## config.mk

```make
export PLATFORM = sky130hd
export DESIGN_NAME = memgame_top
export DESIGN_NICKNAME = d
export VERILOG_FILES = /design/src/rtl/memgame_pkg.sv /design/src/rtl/button_pulse.sv /design/src/rtl/key_tracker.sv /design/src/rtl/board_ctrl.sv /design/src/rtl/vga_timing.sv /design/src/rtl/tile_render.sv /design/src/rtl/memgame_top.sv
export SDC_FILE = /design/constraint.sdc
export NUM_CORES = 1
export LEC_CHECK = 0
export ABC_AREA = 1
export BUFFER_PORTS_ARGS = -buffer_cell sky130_fd_sc_hd__buf_2
export CORE_MARGIN = 2
export CORE_UTILIZATION = 50
export CTS_CLUSTER_SIZE = 30
export DETAILED_ROUTE_END_ITERATION = 12
export PLACE_DENSITY = 0.67
export SYNTH_ARGS = -nofsm -noshare
export SYNTH_HDL_FRONTEND = slang
export SYNTH_SLANG_ARGS = --single-unit
```

## constraint.sdc

```tcl
create_clock -name clk -period 7 [get_ports clk]
set_input_delay 1.05 -clock clk [delete_from_list [all_inputs] [get_ports clk]]
set_output_delay 1.05 -clock clk [all_outputs]
set_load 0.005 [all_outputs]
```

## src/rtl/memgame_pkg.sv

```systemverilog
package memgame_pkg;

    // Plain vector types
    typedef logic [9:0]  coord_t;
    typedef logic [3:0]  tile_idx_t;
    typedef logic [15:0] tile_vec_t;
    typedef logic [12:0] pix_addr_t;
    typedef logic [11:0] rgb_t;
    typedef logic [7:0]  scan_code_t;

    typedef enum logic [1:0] {
        ST_IDLE,
        ST_SHOW,
        ST_PLAY,
        ST_FINISH
    } game_state_t;

    // 640x480 at 60 Hz, counted in pixel clocks
    localparam int H_DISPLAY = 640;
    localparam int H_FRONT   = 16;
    localparam int H_SYNC    = 96;
    localparam int H_BACK    = 48;
    localparam int H_TOTAL   = H_DISPLAY + H_FRONT + H_SYNC + H_BACK;

    localparam int V_DISPLAY = 480;
    localparam int V_FRONT   = 10;
    localparam int V_SYNC    = 2;
    localparam int V_BACK    = 33;
    localparam int V_TOTAL   = V_DISPLAY + V_FRONT + V_SYNC + V_BACK;

    // Source image size, shown at twice the size on screen
    localparam int TILE_W = 80;
    localparam int TILE_H = 60;

    localparam int NUM_TILES    = 16;
    localparam int NUM_PAIRS    = 8;
    localparam int DEBOUNCE_LEN = 7;

    localparam scan_code_t SC_SHIFT = 8'h12;
    localparam scan_code_t SC_ENTER = 8'h5A;

    // Keys 1 2 3 4 / Q W E R / A S D F / Z X C V
    localparam scan_code_t TILE_SCAN_CODES [NUM_TILES] = '{
        8'h16, 8'h1E, 8'h26, 8'h25,
        8'h15, 8'h1D, 8'h24, 8'h2D,
        8'h1C, 8'h1B, 8'h23, 8'h2B,
        8'h1A, 8'h22, 8'h21, 8'h2A
    };

    // Tiles 0, 1, 13 and 14 start upside down
    localparam tile_vec_t INIT_FLIP = 16'b0110_0000_0000_0011;

endpackage

```

## src/rtl/button_pulse.sv

```systemverilog
`timescale 1ns/100ps

module button_pulse (
    input  logic clk,
    input  logic rst,
    input  logic btn_i,
    output logic pulse_o
);

    logic [memgame_pkg::DEBOUNCE_LEN-1:0] samples;
    logic level;
    logic level_d;

    // Stable only once every sample in the window is high
    assign level = &samples;

    always_ff @(posedge clk or posedge rst) begin
        if (rst) begin
            samples <= '0;
            level_d <= 1'b0;
            pulse_o <= 1'b0;
        end else begin
            samples <= {samples[memgame_pkg::DEBOUNCE_LEN-2:0], btn_i};
            level_d <= level;
            // One pulse per press, none while held
            pulse_o <= level & ~level_d;
        end
    end

endmodule

```

## src/rtl/key_tracker.sv

```systemverilog
`timescale 1ns/100ps

module key_tracker (
    input  logic                   clk,
    input  logic                   rst,
    input  logic                   key_valid_i,
    input  memgame_pkg::scan_code_t key_code_i,
    input  logic                   key_break_i,
    output logic                   cmd_enter_o,
    output logic                   cmd_flip_o,
    output memgame_pkg::tile_idx_t flip_tile_o,
    output logic                   cmd_pair_o,
    output memgame_pkg::tile_idx_t first_tile_o,
    output memgame_pkg::tile_idx_t second_tile_o
);

    // Tile keys in the low bits, then shift, then enter
    typedef logic [memgame_pkg::NUM_TILES+1:0] key_vec_t;

    function automatic key_vec_t key_mask(input memgame_pkg::scan_code_t code);
        key_vec_t mask;
        mask = '0;
        for (int i = 0; i < memgame_pkg::NUM_TILES; i++) begin
            mask[i] = (code == memgame_pkg::TILE_SCAN_CODES[i]);
        end
        mask[memgame_pkg::NUM_TILES]   = (code == memgame_pkg::SC_SHIFT);
        mask[memgame_pkg::NUM_TILES+1] = (code == memgame_pkg::SC_ENTER);
        return mask;
    endfunction

    function automatic memgame_pkg::tile_idx_t tile_of(input key_vec_t mask);
        memgame_pkg::tile_idx_t idx;
        idx = '0;
        for (int i = 0; i < memgame_pkg::NUM_TILES; i++) begin
            if (mask[i]) begin
                idx = memgame_pkg::tile_idx_t'(i);
            end
        end
        return idx;
    endfunction

    key_vec_t                held;
    key_vec_t                cur_mask;
    key_vec_t                prev_mask;
    memgame_pkg::scan_code_t prev_code;
    logic                    prev_valid;
    logic                    prev_held;
    logic                    make;

    assign cur_mask  = key_mask(key_code_i);
    assign prev_mask = key_mask(prev_code);
    assign make      = key_valid_i && !key_break_i && (|cur_mask);
    // Previous key still down and different from the new one
    assign prev_held = prev_valid && (|(held & prev_mask)) && (prev_code != key_code_i);

    always_ff @(posedge clk or posedge rst) begin
        if (rst) begin
            held        <= '0;
            prev_code   <= '0;
            prev_valid  <= 1'b0;
            cmd_enter_o <= 1'b0;
            cmd_flip_o  <= 1'b0;
            cmd_pair_o  <= 1'b0;
        end else begin
            cmd_enter_o <= 1'b0;
            cmd_flip_o  <= 1'b0;
            cmd_pair_o  <= 1'b0;
            if (key_valid_i && key_break_i) begin
                held <= held & ~cur_mask;
                if (key_code_i == prev_code) begin
                    prev_valid <= 1'b0;
                end
            end else if (make) begin
                held       <= held | cur_mask;
                prev_code  <= key_code_i;
                prev_valid <= 1'b1;
                if (cur_mask[memgame_pkg::NUM_TILES+1]) begin
                    cmd_enter_o <= 1'b1;
                end else if (prev_held) begin
                    if (cur_mask[memgame_pkg::NUM_TILES]) begin
                        cmd_flip_o <= |prev_mask[memgame_pkg::NUM_TILES-1:0];
                    end else if (prev_mask[memgame_pkg::NUM_TILES]) begin
                        cmd_flip_o <= |cur_mask[memgame_pkg::NUM_TILES-1:0];
                    end else begin
                        cmd_pair_o <= (|prev_mask[memgame_pkg::NUM_TILES-1:0]) &&
                                      (|cur_mask[memgame_pkg::NUM_TILES-1:0]);
                    end
                end
            end
        end
    end

    // Tile numbers latched on every make event
    always_ff @(posedge clk) begin
        if (make) begin
            flip_tile_o   <= cur_mask[memgame_pkg::NUM_TILES] ? tile_of(prev_mask)
                                                              : tile_of(cur_mask);
            first_tile_o  <= tile_of(prev_mask);
            second_tile_o <= tile_of(cur_mask);
        end
    end

endmodule

```

## src/rtl/board_ctrl.sv

```systemverilog
`timescale 1ns/100ps

module board_ctrl (
    input  logic                     clk,
    input  logic                     rst,
    input  logic                     start_pulse_i,
    input  logic                     hint_i,
    input  logic                     cmd_enter_i,
    input  logic                     cmd_flip_i,
    input  memgame_pkg::tile_idx_t   flip_tile_i,
    input  logic                     cmd_pair_i,
    input  memgame_pkg::tile_idx_t   first_tile_i,
    input  memgame_pkg::tile_idx_t   second_tile_i,
    output memgame_pkg::tile_vec_t   shown_o,
    output memgame_pkg::tile_vec_t   matched_o,
    output memgame_pkg::tile_vec_t   flip_o,
    output memgame_pkg::game_state_t state_o,
    output logic                     pass_o
);

    logic       ready;
    logic [3:0] match_cnt;
    logic       flip_ok;
    logic       pair_ok;
    logic       same_image;
    logic       is_match;

    assign flip_ok = ready && !matched_o[flip_tile_i];
    assign pair_ok = ready && !matched_o[first_tile_i] && !matched_o[second_tile_i];

    // Tile i carries image i mod 8
    assign same_image = (first_tile_i % memgame_pkg::NUM_PAIRS) ==
                        (second_tile_i % memgame_pkg::NUM_PAIRS);
    assign is_match   = same_image && !flip_o[first_tile_i] && !flip_o[second_tile_i];

    always_ff @(posedge clk or posedge rst) begin
        if (rst) begin
            state_o   <= memgame_pkg::ST_IDLE;
            shown_o   <= '0;
            matched_o <= '0;
            flip_o    <= '0;
            ready     <= 1'b1;
            match_cnt <= '0;
            pass_o    <= 1'b0;
        end else begin
            case (state_o)
                memgame_pkg::ST_IDLE: begin
                    shown_o   <= '0;
                    matched_o <= '0;
                    flip_o    <= '0;
                    ready     <= 1'b1;
                    match_cnt <= '0;
                    pass_o    <= 1'b0;
                    if (start_pulse_i) begin
                        // Show state opens with every tile up and the initial flip set
                        state_o <= memgame_pkg::ST_SHOW;
                        shown_o <= '1;
                        flip_o  <= memgame_pkg::INIT_FLIP;
                    end
                end
                memgame_pkg::ST_SHOW: begin
                    if (start_pulse_i) begin
                        state_o <= memgame_pkg::ST_PLAY;
                        shown_o <= '0;
                    end
                end
                memgame_pkg::ST_PLAY: begin
                    if (match_cnt == memgame_pkg::NUM_PAIRS) begin
                        state_o <= memgame_pkg::ST_FINISH;
                    end else if (!hint_i) begin
                        if (cmd_enter_i) begin
                            // Hide whatever is open but not yet solved
                            shown_o <= shown_o & matched_o;
                            ready   <= 1'b1;
                        end else if (cmd_flip_i && flip_ok) begin
                            shown_o[flip_tile_i] <= 1'b1;
                            flip_o[flip_tile_i]  <= ~flip_o[flip_tile_i];
                            ready                <= 1'b0;
                        end else if (cmd_pair_i && pair_ok) begin
                            shown_o[first_tile_i]  <= 1'b1;
                            shown_o[second_tile_i] <= 1'b1;
                            ready                  <= 1'b0;
                            if (is_match) begin
                                matched_o[first_tile_i]  <= 1'b1;
                                matched_o[second_tile_i] <= 1'b1;
                                match_cnt                <= match_cnt + 4'd1;
                            end
                        end
                    end
                end
                memgame_pkg::ST_FINISH: begin
                    pass_o  <= 1'b1;
                    shown_o <= '1;
                    if (start_pulse_i) begin
                        state_o <= memgame_pkg::ST_IDLE;
                        pass_o  <= 1'b0;
                    end
                end
                default: begin
                    state_o <= memgame_pkg::ST_IDLE;
                end
            endcase
        end
    end

endmodule

```

## src/rtl/vga_timing.sv

```systemverilog
`timescale 1ns/100ps

module vga_timing (
    input  logic                clk,
    input  logic                rst,
    output memgame_pkg::coord_t h_cnt_o,
    output memgame_pkg::coord_t v_cnt_o,
    output logic                active_o,
    output logic                hsync_o,
    output logic                vsync_o
);

    memgame_pkg::coord_t h_cnt;
    memgame_pkg::coord_t v_cnt;
    memgame_pkg::coord_t h_next;
    memgame_pkg::coord_t v_next;
    logic                line_end;

    assign line_end = (h_cnt == memgame_pkg::H_TOTAL - 1);
    assign h_next   = line_end ? '0 : h_cnt + 10'd1;
    assign v_next   = !line_end ? v_cnt :
                      (v_cnt == memgame_pkg::V_TOTAL - 1) ? '0 : v_cnt + 10'd1;

    // Syncs are decoded from the next count so they line up with it
    always_ff @(posedge clk or posedge rst) begin
        if (rst) begin
            h_cnt   <= '0;
            v_cnt   <= '0;
            hsync_o <= 1'b1;
            vsync_o <= 1'b1;
        end else begin
            h_cnt   <= h_next;
            v_cnt   <= v_next;
            hsync_o <= !((h_next >= memgame_pkg::H_DISPLAY + memgame_pkg::H_FRONT) &&
                         (h_next < memgame_pkg::H_DISPLAY + memgame_pkg::H_FRONT +
                                   memgame_pkg::H_SYNC));
            vsync_o <= !((v_next >= memgame_pkg::V_DISPLAY + memgame_pkg::V_FRONT) &&
                         (v_next < memgame_pkg::V_DISPLAY + memgame_pkg::V_FRONT +
                                   memgame_pkg::V_SYNC));
        end
    end

    assign active_o = (h_cnt < memgame_pkg::H_DISPLAY) && (v_cnt < memgame_pkg::V_DISPLAY);

    // Blanking reads as zero
    assign h_cnt_o = (h_cnt < memgame_pkg::H_DISPLAY) ? h_cnt : '0;
    assign v_cnt_o = (v_cnt < memgame_pkg::V_DISPLAY) ? v_cnt : '0;

endmodule

```

## src/rtl/tile_render.sv

```systemverilog
`timescale 1ns/100ps

module tile_render (
    input  logic                   clk,
    input  logic                   rst,
    input  logic                   hint_i,
    input  memgame_pkg::coord_t    h_cnt_i,
    input  memgame_pkg::coord_t    v_cnt_i,
    input  logic                   active_i,
    input  logic                   hsync_i,
    input  logic                   vsync_i,
    input  memgame_pkg::tile_vec_t visible_i,
    input  memgame_pkg::tile_vec_t flip_i,
    input  memgame_pkg::rgb_t      pixel_data_i,
    output memgame_pkg::tile_idx_t tile_o,
    output memgame_pkg::pix_addr_t pixel_addr_o,
    output memgame_pkg::rgb_t      rgb_o,
    output logic                   hsync_o,
    output logic                   vsync_o
);

    memgame_pkg::coord_t x;
    memgame_pkg::coord_t y;
    memgame_pkg::coord_t grid_col;
    memgame_pkg::coord_t grid_row;
    memgame_pkg::coord_t img_x;
    memgame_pkg::coord_t row_in_tile;
    memgame_pkg::coord_t img_y;
    logic                show_q;

    // Each source pixel covers 2x2 screen pixels
    assign x = h_cnt_i >> 1;
    assign y = v_cnt_i >> 1;

    assign grid_col = memgame_pkg::coord_t'(x / memgame_pkg::TILE_W);
    assign grid_row = memgame_pkg::coord_t'(y / memgame_pkg::TILE_H);
    assign tile_o   = {grid_row[1:0], grid_col[1:0]};

    assign img_x       = x - memgame_pkg::coord_t'(grid_col * memgame_pkg::TILE_W);
    assign row_in_tile = y - memgame_pkg::coord_t'(grid_row * memgame_pkg::TILE_H);

    // Upside-down tiles read their rows bottom first, except under hint
    assign img_y = (flip_i[tile_o] && !hint_i) ?
                   memgame_pkg::coord_t'(memgame_pkg::TILE_H - 1) - row_in_tile :
                   row_in_tile;

    assign pixel_addr_o = memgame_pkg::pix_addr_t'(img_y) *
                          memgame_pkg::pix_addr_t'(memgame_pkg::TILE_W) +
                          memgame_pkg::pix_addr_t'(img_x);

    // One stage to match the image memory latency
    always_ff @(posedge clk or posedge rst) begin
        if (rst) begin
            show_q  <= 1'b0;
            hsync_o <= 1'b1;
            vsync_o <= 1'b1;
        end else begin
            show_q  <= active_i && (visible_i[tile_o] || hint_i);
            hsync_o <= hsync_i;
            vsync_o <= vsync_i;
        end
    end

    assign rgb_o = show_q ? pixel_data_i : '0;

endmodule

```

## src/rtl/memgame_top.sv

```systemverilog
`timescale 1ns/100ps

module memgame_top (
    input  logic                     clk,
    input  logic                     rst,
    input  logic                     start_i,
    input  logic                     hint_i,
    input  logic                     key_valid_i,
    input  memgame_pkg::scan_code_t  key_code_i,
    input  logic                     key_break_i,
    input  memgame_pkg::rgb_t        pixel_data_i,
    output logic                     hsync_o,
    output logic                     vsync_o,
    output memgame_pkg::rgb_t        rgb_o,
    output memgame_pkg::pix_addr_t   pixel_addr_o,
    output memgame_pkg::tile_idx_t   tile_o,
    output memgame_pkg::tile_vec_t   shown_o,
    output memgame_pkg::tile_vec_t   matched_o,
    output memgame_pkg::game_state_t state_o,
    output logic                     pass_o
);

    logic                   start_pulse;
    logic                   cmd_enter;
    logic                   cmd_flip;
    logic                   cmd_pair;
    memgame_pkg::tile_idx_t flip_tile;
    memgame_pkg::tile_idx_t first_tile;
    memgame_pkg::tile_idx_t second_tile;
    memgame_pkg::tile_vec_t flip_vec;
    memgame_pkg::tile_vec_t visible;
    memgame_pkg::coord_t    h_cnt;
    memgame_pkg::coord_t    v_cnt;
    logic                   active;
    logic                   hsync;
    logic                   vsync;

    // Matched tiles stay up even after Enter
    assign visible = shown_o | matched_o;

    button_pulse u_start (
        .clk     (clk),
        .rst     (rst),
        .btn_i   (start_i),
        .pulse_o (start_pulse)
    );

    key_tracker u_keys (
        .clk           (clk),
        .rst           (rst),
        .key_valid_i   (key_valid_i),
        .key_code_i    (key_code_i),
        .key_break_i   (key_break_i),
        .cmd_enter_o   (cmd_enter),
        .cmd_flip_o    (cmd_flip),
        .flip_tile_o   (flip_tile),
        .cmd_pair_o    (cmd_pair),
        .first_tile_o  (first_tile),
        .second_tile_o (second_tile)
    );

    board_ctrl u_board (
        .clk           (clk),
        .rst           (rst),
        .start_pulse_i (start_pulse),
        .hint_i        (hint_i),
        .cmd_enter_i   (cmd_enter),
        .cmd_flip_i    (cmd_flip),
        .flip_tile_i   (flip_tile),
        .cmd_pair_i    (cmd_pair),
        .first_tile_i  (first_tile),
        .second_tile_i (second_tile),
        .shown_o       (shown_o),
        .matched_o     (matched_o),
        .flip_o        (flip_vec),
        .state_o       (state_o),
        .pass_o        (pass_o)
    );

    vga_timing u_vga (
        .clk      (clk),
        .rst      (rst),
        .h_cnt_o  (h_cnt),
        .v_cnt_o  (v_cnt),
        .active_o (active),
        .hsync_o  (hsync),
        .vsync_o  (vsync)
    );

    tile_render u_render (
        .clk          (clk),
        .rst          (rst),
        .hint_i       (hint_i),
        .h_cnt_i      (h_cnt),
        .v_cnt_i      (v_cnt),
        .active_i     (active),
        .hsync_i      (hsync),
        .vsync_i      (vsync),
        .visible_i    (visible),
        .flip_i       (flip_vec),
        .pixel_data_i (pixel_data_i),
        .tile_o       (tile_o),
        .pixel_addr_o (pixel_addr_o),
        .rgb_o        (rgb_o),
        .hsync_o      (hsync_o),
        .vsync_o      (vsync_o)
    );

endmodule

```

==> results of run 1 <==
[layer usage]
| metal | up-vias | global-route usage, % |
|---|---|---|
| met5 | - | 0 |
| met4 | 0 | 8.86 |
| met3 | 68 | 5.53 |
| met2 | 513 | 45.3 |
| met1 | 5146 | 38.3 |
| li1 | 5362 | - |
[logic make-up (layout without fill, tap and decap cells)]
group | count (synthesis) | count (layout) | share of synthesized area [%]
DFF | 132 | 132 | 30.8
adders and majority gates | 62 | 62 | 7.71
and+or+nand+nor | 790 | 790 | 31.9
buffers and inverters | 337 | 447 | 12.3
other | 2 | 11 | 0.0687
xor gates and xnor gates | 39 | 39 | 3.19
AOI/OAI and AO/OA | 245 | 245 | 14.0
[stage by stage]
| stage | total power [mW] | std cells | setup TNS, ps | area, um^2 |
|---|---|---|---|---|
| floorplan | 1.93 | 1616 | 0 | 11000 |
| global placement | 2.25 | 1954 | 0 | 11600 |
| detailed placement | 2.27 | 1954 | 0 | 11600 |
| CTS | 3.21 | 1993 | 0 | 12300 |
| global route | 3.49 | 2006 | -249 | 12600 |
| finish | 3.26 | 2006 | 0 | 12600 |
[worst paths after layout]
path	from	to	slack [ps]	depth (start not counted)
worst max-delay path	u_vga.v_cnt[8]	pixel_addr_o[12]	90	31
worst min-delay path	u_vga.hsync_o	u_render.hsync_o	360	0
worst max register to register	u_board.state_o[0]	u_board.flip_o[11]	2850	10
worst min register to register	u_vga.hsync_o	u_render.hsync_o	360	0
max in group asynchronous	rst	u_vga.v_cnt[7]	4880	3
min in group asynchronous	rst	u_keys.prev_code[6]	730	2
[worst max-delay path: cells and delay by family (launching register included)]
family | cells | cell delay [ps]
AOI/OAI and AO/OA | 5 | 600
xor gates and xnor gates | 3 | 530
adders and majority gates | 6 | 2510
buffers and inverters | 4 | 330
DFF | 1 | 450
and+or+nand+nor | 13 | 1010
[repair_timing]
action	in CTS	in global routing
setup buffers	7	13
gates resized for setup	7	41
pin swaps	6	27
endpoints found under the setup margin	1	2
cloned	0	0
[cells in the mapped netlist, types with 10 or more instances]
cell / instances
nand2_1: 374
inv_1: 275
nor2_1: 197
dfrtp_1: 115
nand3_1: 99
o21ai_0: 68
ha_1: 53
a21oi_1: 47
nor3_1: 40
inv_2: 22
nand4_1: 21
xor2_1: 21
o21ai_1: 18
a31oi_1: 17
xnor2_1: 17
nand2_2: 16
o31ai_1: 16
a22oi_1: 15
clkbuf_1: 14
o22ai_1: 14
edfxtp_1: 12
a21oi_2: 11
buf_2: 11
nor2_2: 10
[report_power, final]
| part | internal, mW | total, mW | switching [mW] | leakage, nW |
|---|---|---|---|---|
| Clock | 0.536 | 0.930 | 0.394 | 0.287 |
| Sequential | 0.886 | 1.05 | 0.169 | 1.61 |
| Combinational | 0.469 | 1.28 | 0.807 | 4.75 |
| Total | 1.89 | 3.26 | 1.37 | 6.65 |
[cell type report]
cell class                 count  share of cell area [%]
clock buffer                  18                    3.42
timing repair buffer         116                    5.15
clock inverter                14                    1.30
tap                          280                    2.79
inverter                     299                    8.98
multi-input combinational   1147                    51.5
sequential                   132                    26.9
==> metrics, run 1 <==
status complete, no violations; Initial DRC Count 1131; WL met1 14200 um; DP Worst Slack 204 ps; routed wire length on met2 14800 um; Die Ht 152 um; antenna-violating nets left 0; Synth top area share 26.3%; post-cts hold buffer count 0; top routing layer in use met4; vias 11089; I/O Buffers 91; share of layout cells above drive strength 1 16.0%; FF/Latch Area 3370 um^2; clock latency at the later pin of the worst-skew pair 440 ps; post-route setup slack 90.6 ps; WL met3 2770 um; GRT Total Usage 28.1%; H-tree Lvls 4; slowest CP cell fa_1; RSZ-0062 raised after global routing true; n_diodes 0; Max clock buf depth 2; Layout area overhead 14.8%; DR vias/cell 5.53; period utilization 98.7%; number of synthesized flops with an enable pin 12; Fmax achieved 0.145 GHz; initial antenna violation count 0; CP most frequent cell nand2_1; drt drc 0; Min Hold Slack 357 ps; final setup fails 0; Clock Sinks 132; CP Capture Type primary output; crit path kind reg2out; Fill cells 2082; clk root buf clkbuf_16; Area contributors post-synth dfrtp_1 (26%), nand2_1 (13%), inv_1 (9.4%); first-pass GRT wire length 53000 um; Inserted Clock Buffers 17; Seq/Total Area, Yosys 30.8%; Avg Inst Size Synth 6.80 um^2; Startpoint Class flop; crit path time final 6910 ps; commonest non-fill, non-tap cell in the layout nand2_1; clk_skew 17.1 ps; max-slew violations 0; Netlist cell types 64; synthesized cell area 10900 um^2; Synth Flop Type dfrtp_1; CTS tree done; Max-Cap Viols 0; vias in the first global route 10356; TritonRoute pass-1 iters 6; Min-Delay Path Class reg2reg; largest net degree at the start of global routing 64; Critical Path RT 5950 ps; final hold viol count 0; Overflow after GRT 0; final core occ 58.1%; Cell Pwr Density 260 nW/um^2; CP arrival 5860 ps; die area 23100 um^2; worst slew pin tran 872 ps; # nets final 1801; placer congestion estimate 0.991; most frequent cells in the layout nand2_1 (366), inv_1 (270), nor2_1 (195); Slew headroom 41.9%; Yosys reg bits 132; initial core utilization 50.6%; Worst VDD drop 273 uV; WL/cell 16.3 um; Boundary Pins 92; clk slew on worst S/H paths 60 ps; async set-reset flop share out of synthesis 90.9%; Core ar. 21600 um^2; Synth area leader dfrtp_1; P_leak 6.65 nW; # rows 54; area occupied by multi-input gates 6460 um^2; CP max stage delay 610 ps; Syn. warnings 0; CP Max Fanout 4; Mapped Cells 1607; die width 152 um; Routed WL 32600 um; dpl hpwl 23900 um
Note: power is estimated with default switching activity, not from simulation.
==> inputs of run 2 (changes only) <==
--- a/config.mk
+++ b/config.mk
@@ -12,6 +12,7 @@
 export CTS_CLUSTER_SIZE = 30
 export DETAILED_ROUTE_END_ITERATION = 12
 export PLACE_DENSITY = 0.67
+export RECOVER_POWER = 25
 export SYNTH_ARGS = -nofsm -noshare
 export SYNTH_HDL_FRONTEND = slang
 export SYNTH_SLANG_ARGS = --single-unit
==> run 2 against run 1 <==
  * The flow now finishes with violations (capacitance limit, slew limit)
  * Clock skew hardly changed
  * Utilization is essentially flat
  * Via count about the same
  * Final area about the same
  * Hold slack hardly changed
  * Routed wire length increased by 0.13%
  * Setup slack barely moved
  * Maximum frequency about the same
  * Non-clock buffer count is the same
  * Cell count stayed put
  * Critical path depth is the same
  * Register-to-register slack improved by 20 ps
  * Largest power group unchanged
==> metrics, run 2 (same netlist as run 1, synthesis figures left out) <==
clock latency at the later pin of the worst-skew pair 440 ps; Fmax achieved 0.145 GHz; Max clock buf depth 2; clk slew on worst S/H paths 60 ps; Placed Area 11600 um^2; H-tree Lvls 4; worst slew pin tran 2520 ps; CP most frequent cell nand2_1; CP max stage delay 610 ps; Core ar. 21600 um^2; clk_skew 16.9 ps; die area 23100 um^2; post-cts hold buffer count 0; crit path time final 6910 ps; vias in the first global route 10356; n_diodes 0; Layout area overhead 14.8%; Worst VDD drop 273 uV; Inserted Clock Buffers 17; Slew headroom -69.0%; WP buf/inv 4; final hold viol count 0; # rows 54; WL/cell 16.3 um; slowest CP cell fa_1; crit path kind reg2out; CTS tree done; CP Max Fanout 4; vias 11078; Min-Delay Path Class reg2reg; dpl hpwl 23900 um; final setup fails 0; CP arrival 5860 ps; GRT Total Usage 28.1%; WHS Path Cells 0; initial core utilization 50.6%; Routed WL 32700 um; largest net degree at the start of global routing 64; most frequent cells in the layout nand2_1 (366), inv_1 (270), nor2_1 (195); Worst path top cell family by delay adder cells; Cell Pwr Density 260 nW/um^2; Boundary Pins 92; Overflow after GRT 0; clk root buf clkbuf_16; first-pass GRT wire length 53000 um; RSZ-0062 raised after global routing true; max-slew violations 59; I/O Buffers 91; die width 152 um; setup_tns 0 ps; Critical Path Stages 31; P_leak 6.64 nW; antenna-violating nets left 0; status finished with violations; Max-Cap Viols 1; Critical Path RT 5950 ps; commonest non-fill, non-tap cell in the layout nand2_1; Startpoint Class flop; placer congestion estimate 0.991; # nets final 1801; initial antenna violation count 0; Initial DRC Count 1110; fin area 12600 um^2; CP Capture Type primary output; period utilization 98.7%; DR vias/cell 5.52; TritonRoute pass-1 iters 6; Worst Reg2Reg Path Length in Cells 10; drt drc 0; failing checks capacitance limit, slew limit; share of layout cells above drive strength 1 16.0%; Die Ht 152 um; Clock Sinks 132
==> run 2: cell types whose count changed in the layout (fill, tap and decap cells not counted), sizes merged <==
cell,delta
inv,-1
clkinvlp,+1
==> run 2: worst paths after layout <==
| check | start | to | slack, ps |
|---|---|---|---|
| setup reg to reg | u_board.state_o[0] | u_board.flip_o[11] | 2870 |
| hold reg to reg | u_vga.hsync_o | u_render.hsync_o | 360 |
| max in group asynchronous | rst | u_vga.v_cnt[7] | 3890 |
| hold / removal | u_vga.hsync_o | u_render.hsync_o | 360 |
| min in group asynchronous | rst | u_keys.prev_code[6] | 1300 |
| setup / recovery | u_vga.v_cnt[8] | pixel_addr_o[12] | 90 |
==> run 2: area by class of cell <==
| cell class | count | area, um^2 |
|---|---|---|
| repair buffers | 116 | 647 |
| multi-input cells | 1147 | 6460 |
| well taps | 280 | 350 |
| inverters | 299 | 1130 |
| fillers | 2083 | 9070 |
| clock inverters | 14 | 163 |
| flip-flops and latches | 132 | 3370 |
| clock buffers | 18 | 429 |
==> run 2: metal layers <==
metal	routed length, um	track usage (%)	part of all wire, %	vias up
li1	-	-	-	5363
met1	14200	38.3	43	5140
met2	14900	45.3	46	511
met3	2810	5.53	8.6	64
met4	791	8.86	2.4	0
met5	0	0	0	-
==> run 2: timing repair <==
item / CTS / global route
setup buffers: 7 / 13
endpoints found under the setup margin: 1 / 2
gates resized for setup: 7 / 41
pin swaps: 6 / 27
==> run 2: worst register-to-register path: cells and delay by family, from the launching register on <==
family	cells	cell delay, ps
buffers and inverters	3	850
AND/OR/NAND/NOR	4	1670
flip-flops	1	400
AO/OA/AOI/OAI	2	910
adder cells (fa/ha/maj)	1	200
==> run 2: metrics by stage <==
stage	util [%]	std cells	power (mW)	setup slack [ps]	hold slack, ps
floorplan	-	1616	1.93	729	345
global placement	53.6	1954	2.25	298	346
detailed placement	53.6	1954	2.27	204	351
CTS	56.7	1993	3.21	11.6	358
global route	58.1	2006	3.49	-191	368
finish	58.1	2006	3.26	90.9	357
==> run 2: power by group <==
part	internal [mW]	switching [mW]
logic	0.469	0.806
registers	0.886	0.169
clock network	0.536	0.395
==> inputs of run 3 (changes only) <==
--- a/config.mk
+++ b/config.mk
@@ -11,7 +11,7 @@
 export CORE_UTILIZATION = 50
 export CTS_CLUSTER_SIZE = 30
 export DETAILED_ROUTE_END_ITERATION = 12
-export PLACE_DENSITY = 0.67
+export PLACE_DENSITY = 0.69
 export RECOVER_POWER = 25
 export SYNTH_ARGS = -nofsm -noshare
 export SYNTH_HDL_FRONTEND = slang
==> run 3 against run 2 <==
  * The run still ends with capacitance limit, slew limit left
  * Highest routed layer unchanged
  * Flip-flop and latch count stayed put
  * Count of clock-buffer cells in the layout stayed put
  * Utilization is 0.54 points lower
  * Critical path type unchanged
  * Cell count is 0.45% lower
  * Clock power is 3.1% lower
  * Clock skew is 4.8 ps lower
  * Setup slack better by 170 ps
  * Die area stayed put
  * Power is 1.3% lower
==> metrics, run 3 (same netlist as run 1, synthesis figures left out) <==
CP Max Fanout 4; clk root buf clkbuf_16; H-tree Lvls 4; Clock Sinks 132; initial core utilization 50.6%; Worst Setup EP pixel_addr_o[12]; area occupied by multi-input gates 6430 um^2; Critical Path Stages 30; die width 152 um; Startpoint Class flop; Worst VDD drop 275 uV; reg2reg start u_board.state_o[0]; Worst path top cell family by delay adder cells; Placed Area 11600 um^2; I/O Buffers 91; slowest CP cell fa_2; largest net degree at the start of global routing 67; DP Worst Slack 186 ps; Fill cells 2118; placer congestion estimate 0.976; CP most frequent cell nand2_1; failing checks capacitance limit, slew limit; post-route setup slack 257 ps; Overflow after GRT 0; GRT Total Usage 27.9%; combinational group share of total power 39.3%; WP buf/inv 3; Boundary Pins 92; clk slew on worst S/H paths 70 ps; crit path kind reg2out; worst slew pin tran 2940 ps; vias 10845; clock latency at the later pin of the worst-skew pair 430 ps; fin area 12400 um^2; first-pass GRT wire length 52700 um; WL/cell 16.0 um; DR vias/cell 5.43; P_leak 6.58 nW; Core ar. 21600 um^2; post-cts hold buffer count 0; worst reg2reg endpoint u_board.flip_o[12]; share of layout cells above drive strength 1 15.4%; commonest non-fill, non-tap cell in the layout nand2_1; Routed WL 32000 um; status finished with violations; Worst Reg2Reg Path Length in Cells 10; antenna-violating nets left 0; setup_tns 0 ps; CP max stage delay 610 ps; R2R Setup Slk 2810 ps; Internal Power 1.84 mW; die area 23100 um^2; Min-Delay Path Class reg2reg; Layout area overhead 13.7%; clk_skew 12.0 ps; CP arrival 5690 ps; n_diodes 0; CP Capture Type primary output; Critical path origin u_vga.v_cnt[7]; RSZ-0062 raised after global routing true; Placed Instances 1955; FF/Latch Area 3370 um^2; Max clock buf depth 2; sequential share of power 32.7%; drt drc 0; TritonRoute pass-1 iters 8; Critical Path RT 5950 ps; Initial DRC Count 1109; crit path time final 6740 ps; Cell Pwr Density 259 nW/um^2; initial antenna violation count 0; max-slew violations 67; Fmax achieved 0.148 GHz; final setup fails 0; Inserted Clock Buffers 17; vias in the first global route 10506; Finished Layout Cells 1997; Clock Power Share 28.0%; # rows 54; # nets final 1792; final hold viol count 0; dpl hpwl 23900 um; Slew headroom -97.0%; most frequent cells in the layout nand2_1 (364), inv_1 (271), nor2_1 (197); CTS tree done; sw frac 42.9%; Die Ht 152 um; period utilization 96.3%; Max-Cap Viols 1; Psw 1.38 mW
## run 3: cell types whose count changed in the layout (fill, tap and decap cells not counted), moves of 2 or more
cell,before,now
nand2_1,366,364
nand2_2,22,25
inv_6,5,7
nor2_2,12,10
inv_4,3,1
dfrtp_1,112,114
dfrtp_2,3,1
bufinv_16,2,0
clkinv_2,0,2
nor2_1,195,197
buf_4,24,15
## run 3: worst min path at each step
stage | slack [ps] | depth (start not counted) | to | start
floorplan | 350 | 0 | u_render.hsync_o | u_vga.hsync_o
global placement | 350 | 0 | u_render.vsync_o | u_vga.vsync_o
detailed placement | 350 | 0 | u_render.hsync_o | u_vga.hsync_o
CTS | 350 | 0 | u_render.hsync_o | u_vga.hsync_o
global route | 350 | 0 | u_render.hsync_o | u_vga.hsync_o
finish | 350 | 0 | u_render.hsync_o | u_vga.hsync_o
## run 3: per-stage QoR
stage               total power, mW  util [%]  hold WS (ps)
global route                   3.46      57.5           348
CTS                            3.19      56.9           346
finish                         3.22      57.5           352
global placement               2.25      53.7           347
floorplan                      1.93         -           345
detailed placement             2.27      53.7           347
## run 3: layout make-up
class,instances,area share (%)
inverter,299,9.06
sequential,132,27.1
clock buffer,18,3.62
multi-input combinational,1147,51.7
clock inverter,14,1.04
timing repair buffer,107,4.66
tap,280,2.82
## run 3: worst reg2reg max path: stages (launching register included)
cell and delay (ps):
dfrtp_1 400, inv_1 110, ha_1 200, buf_4 240
nand2_1 110, clkinv_1 490, nor2_1 370, nand2_1 550
o21ai_2 560, nand3_1 650, o21ai_0 410
## run 3: metal layers
metal	track usage [%]	part of all wire (%)	vias to the layer above
li1	-	-	5337
met1	37.9	44	5009
met2	45.9	46	436
met3	5.05	7.6	63
met4	8.06	2.1	0
met5	0	0	-
## run 3: power groups by stage
stage                     sequential [mW]  combinational (mW)  clock (mW)
after detailed placement             1.06                1.22           0
after global routing                 1.07                1.44       0.944
after CTS                            1.05                1.23       0.917
after global placement               1.06                1.19           0
final                                1.05                1.26       0.902
after floorplan                      1.01               0.925           0
## run 3: repair_timing
action / 4_1_cts / 5_1_grt
pin swaps: 7 / 24
setup endpoints to repair: 1 / 2
setup buffers: 8 / 2
resized for setup: 14 / 26
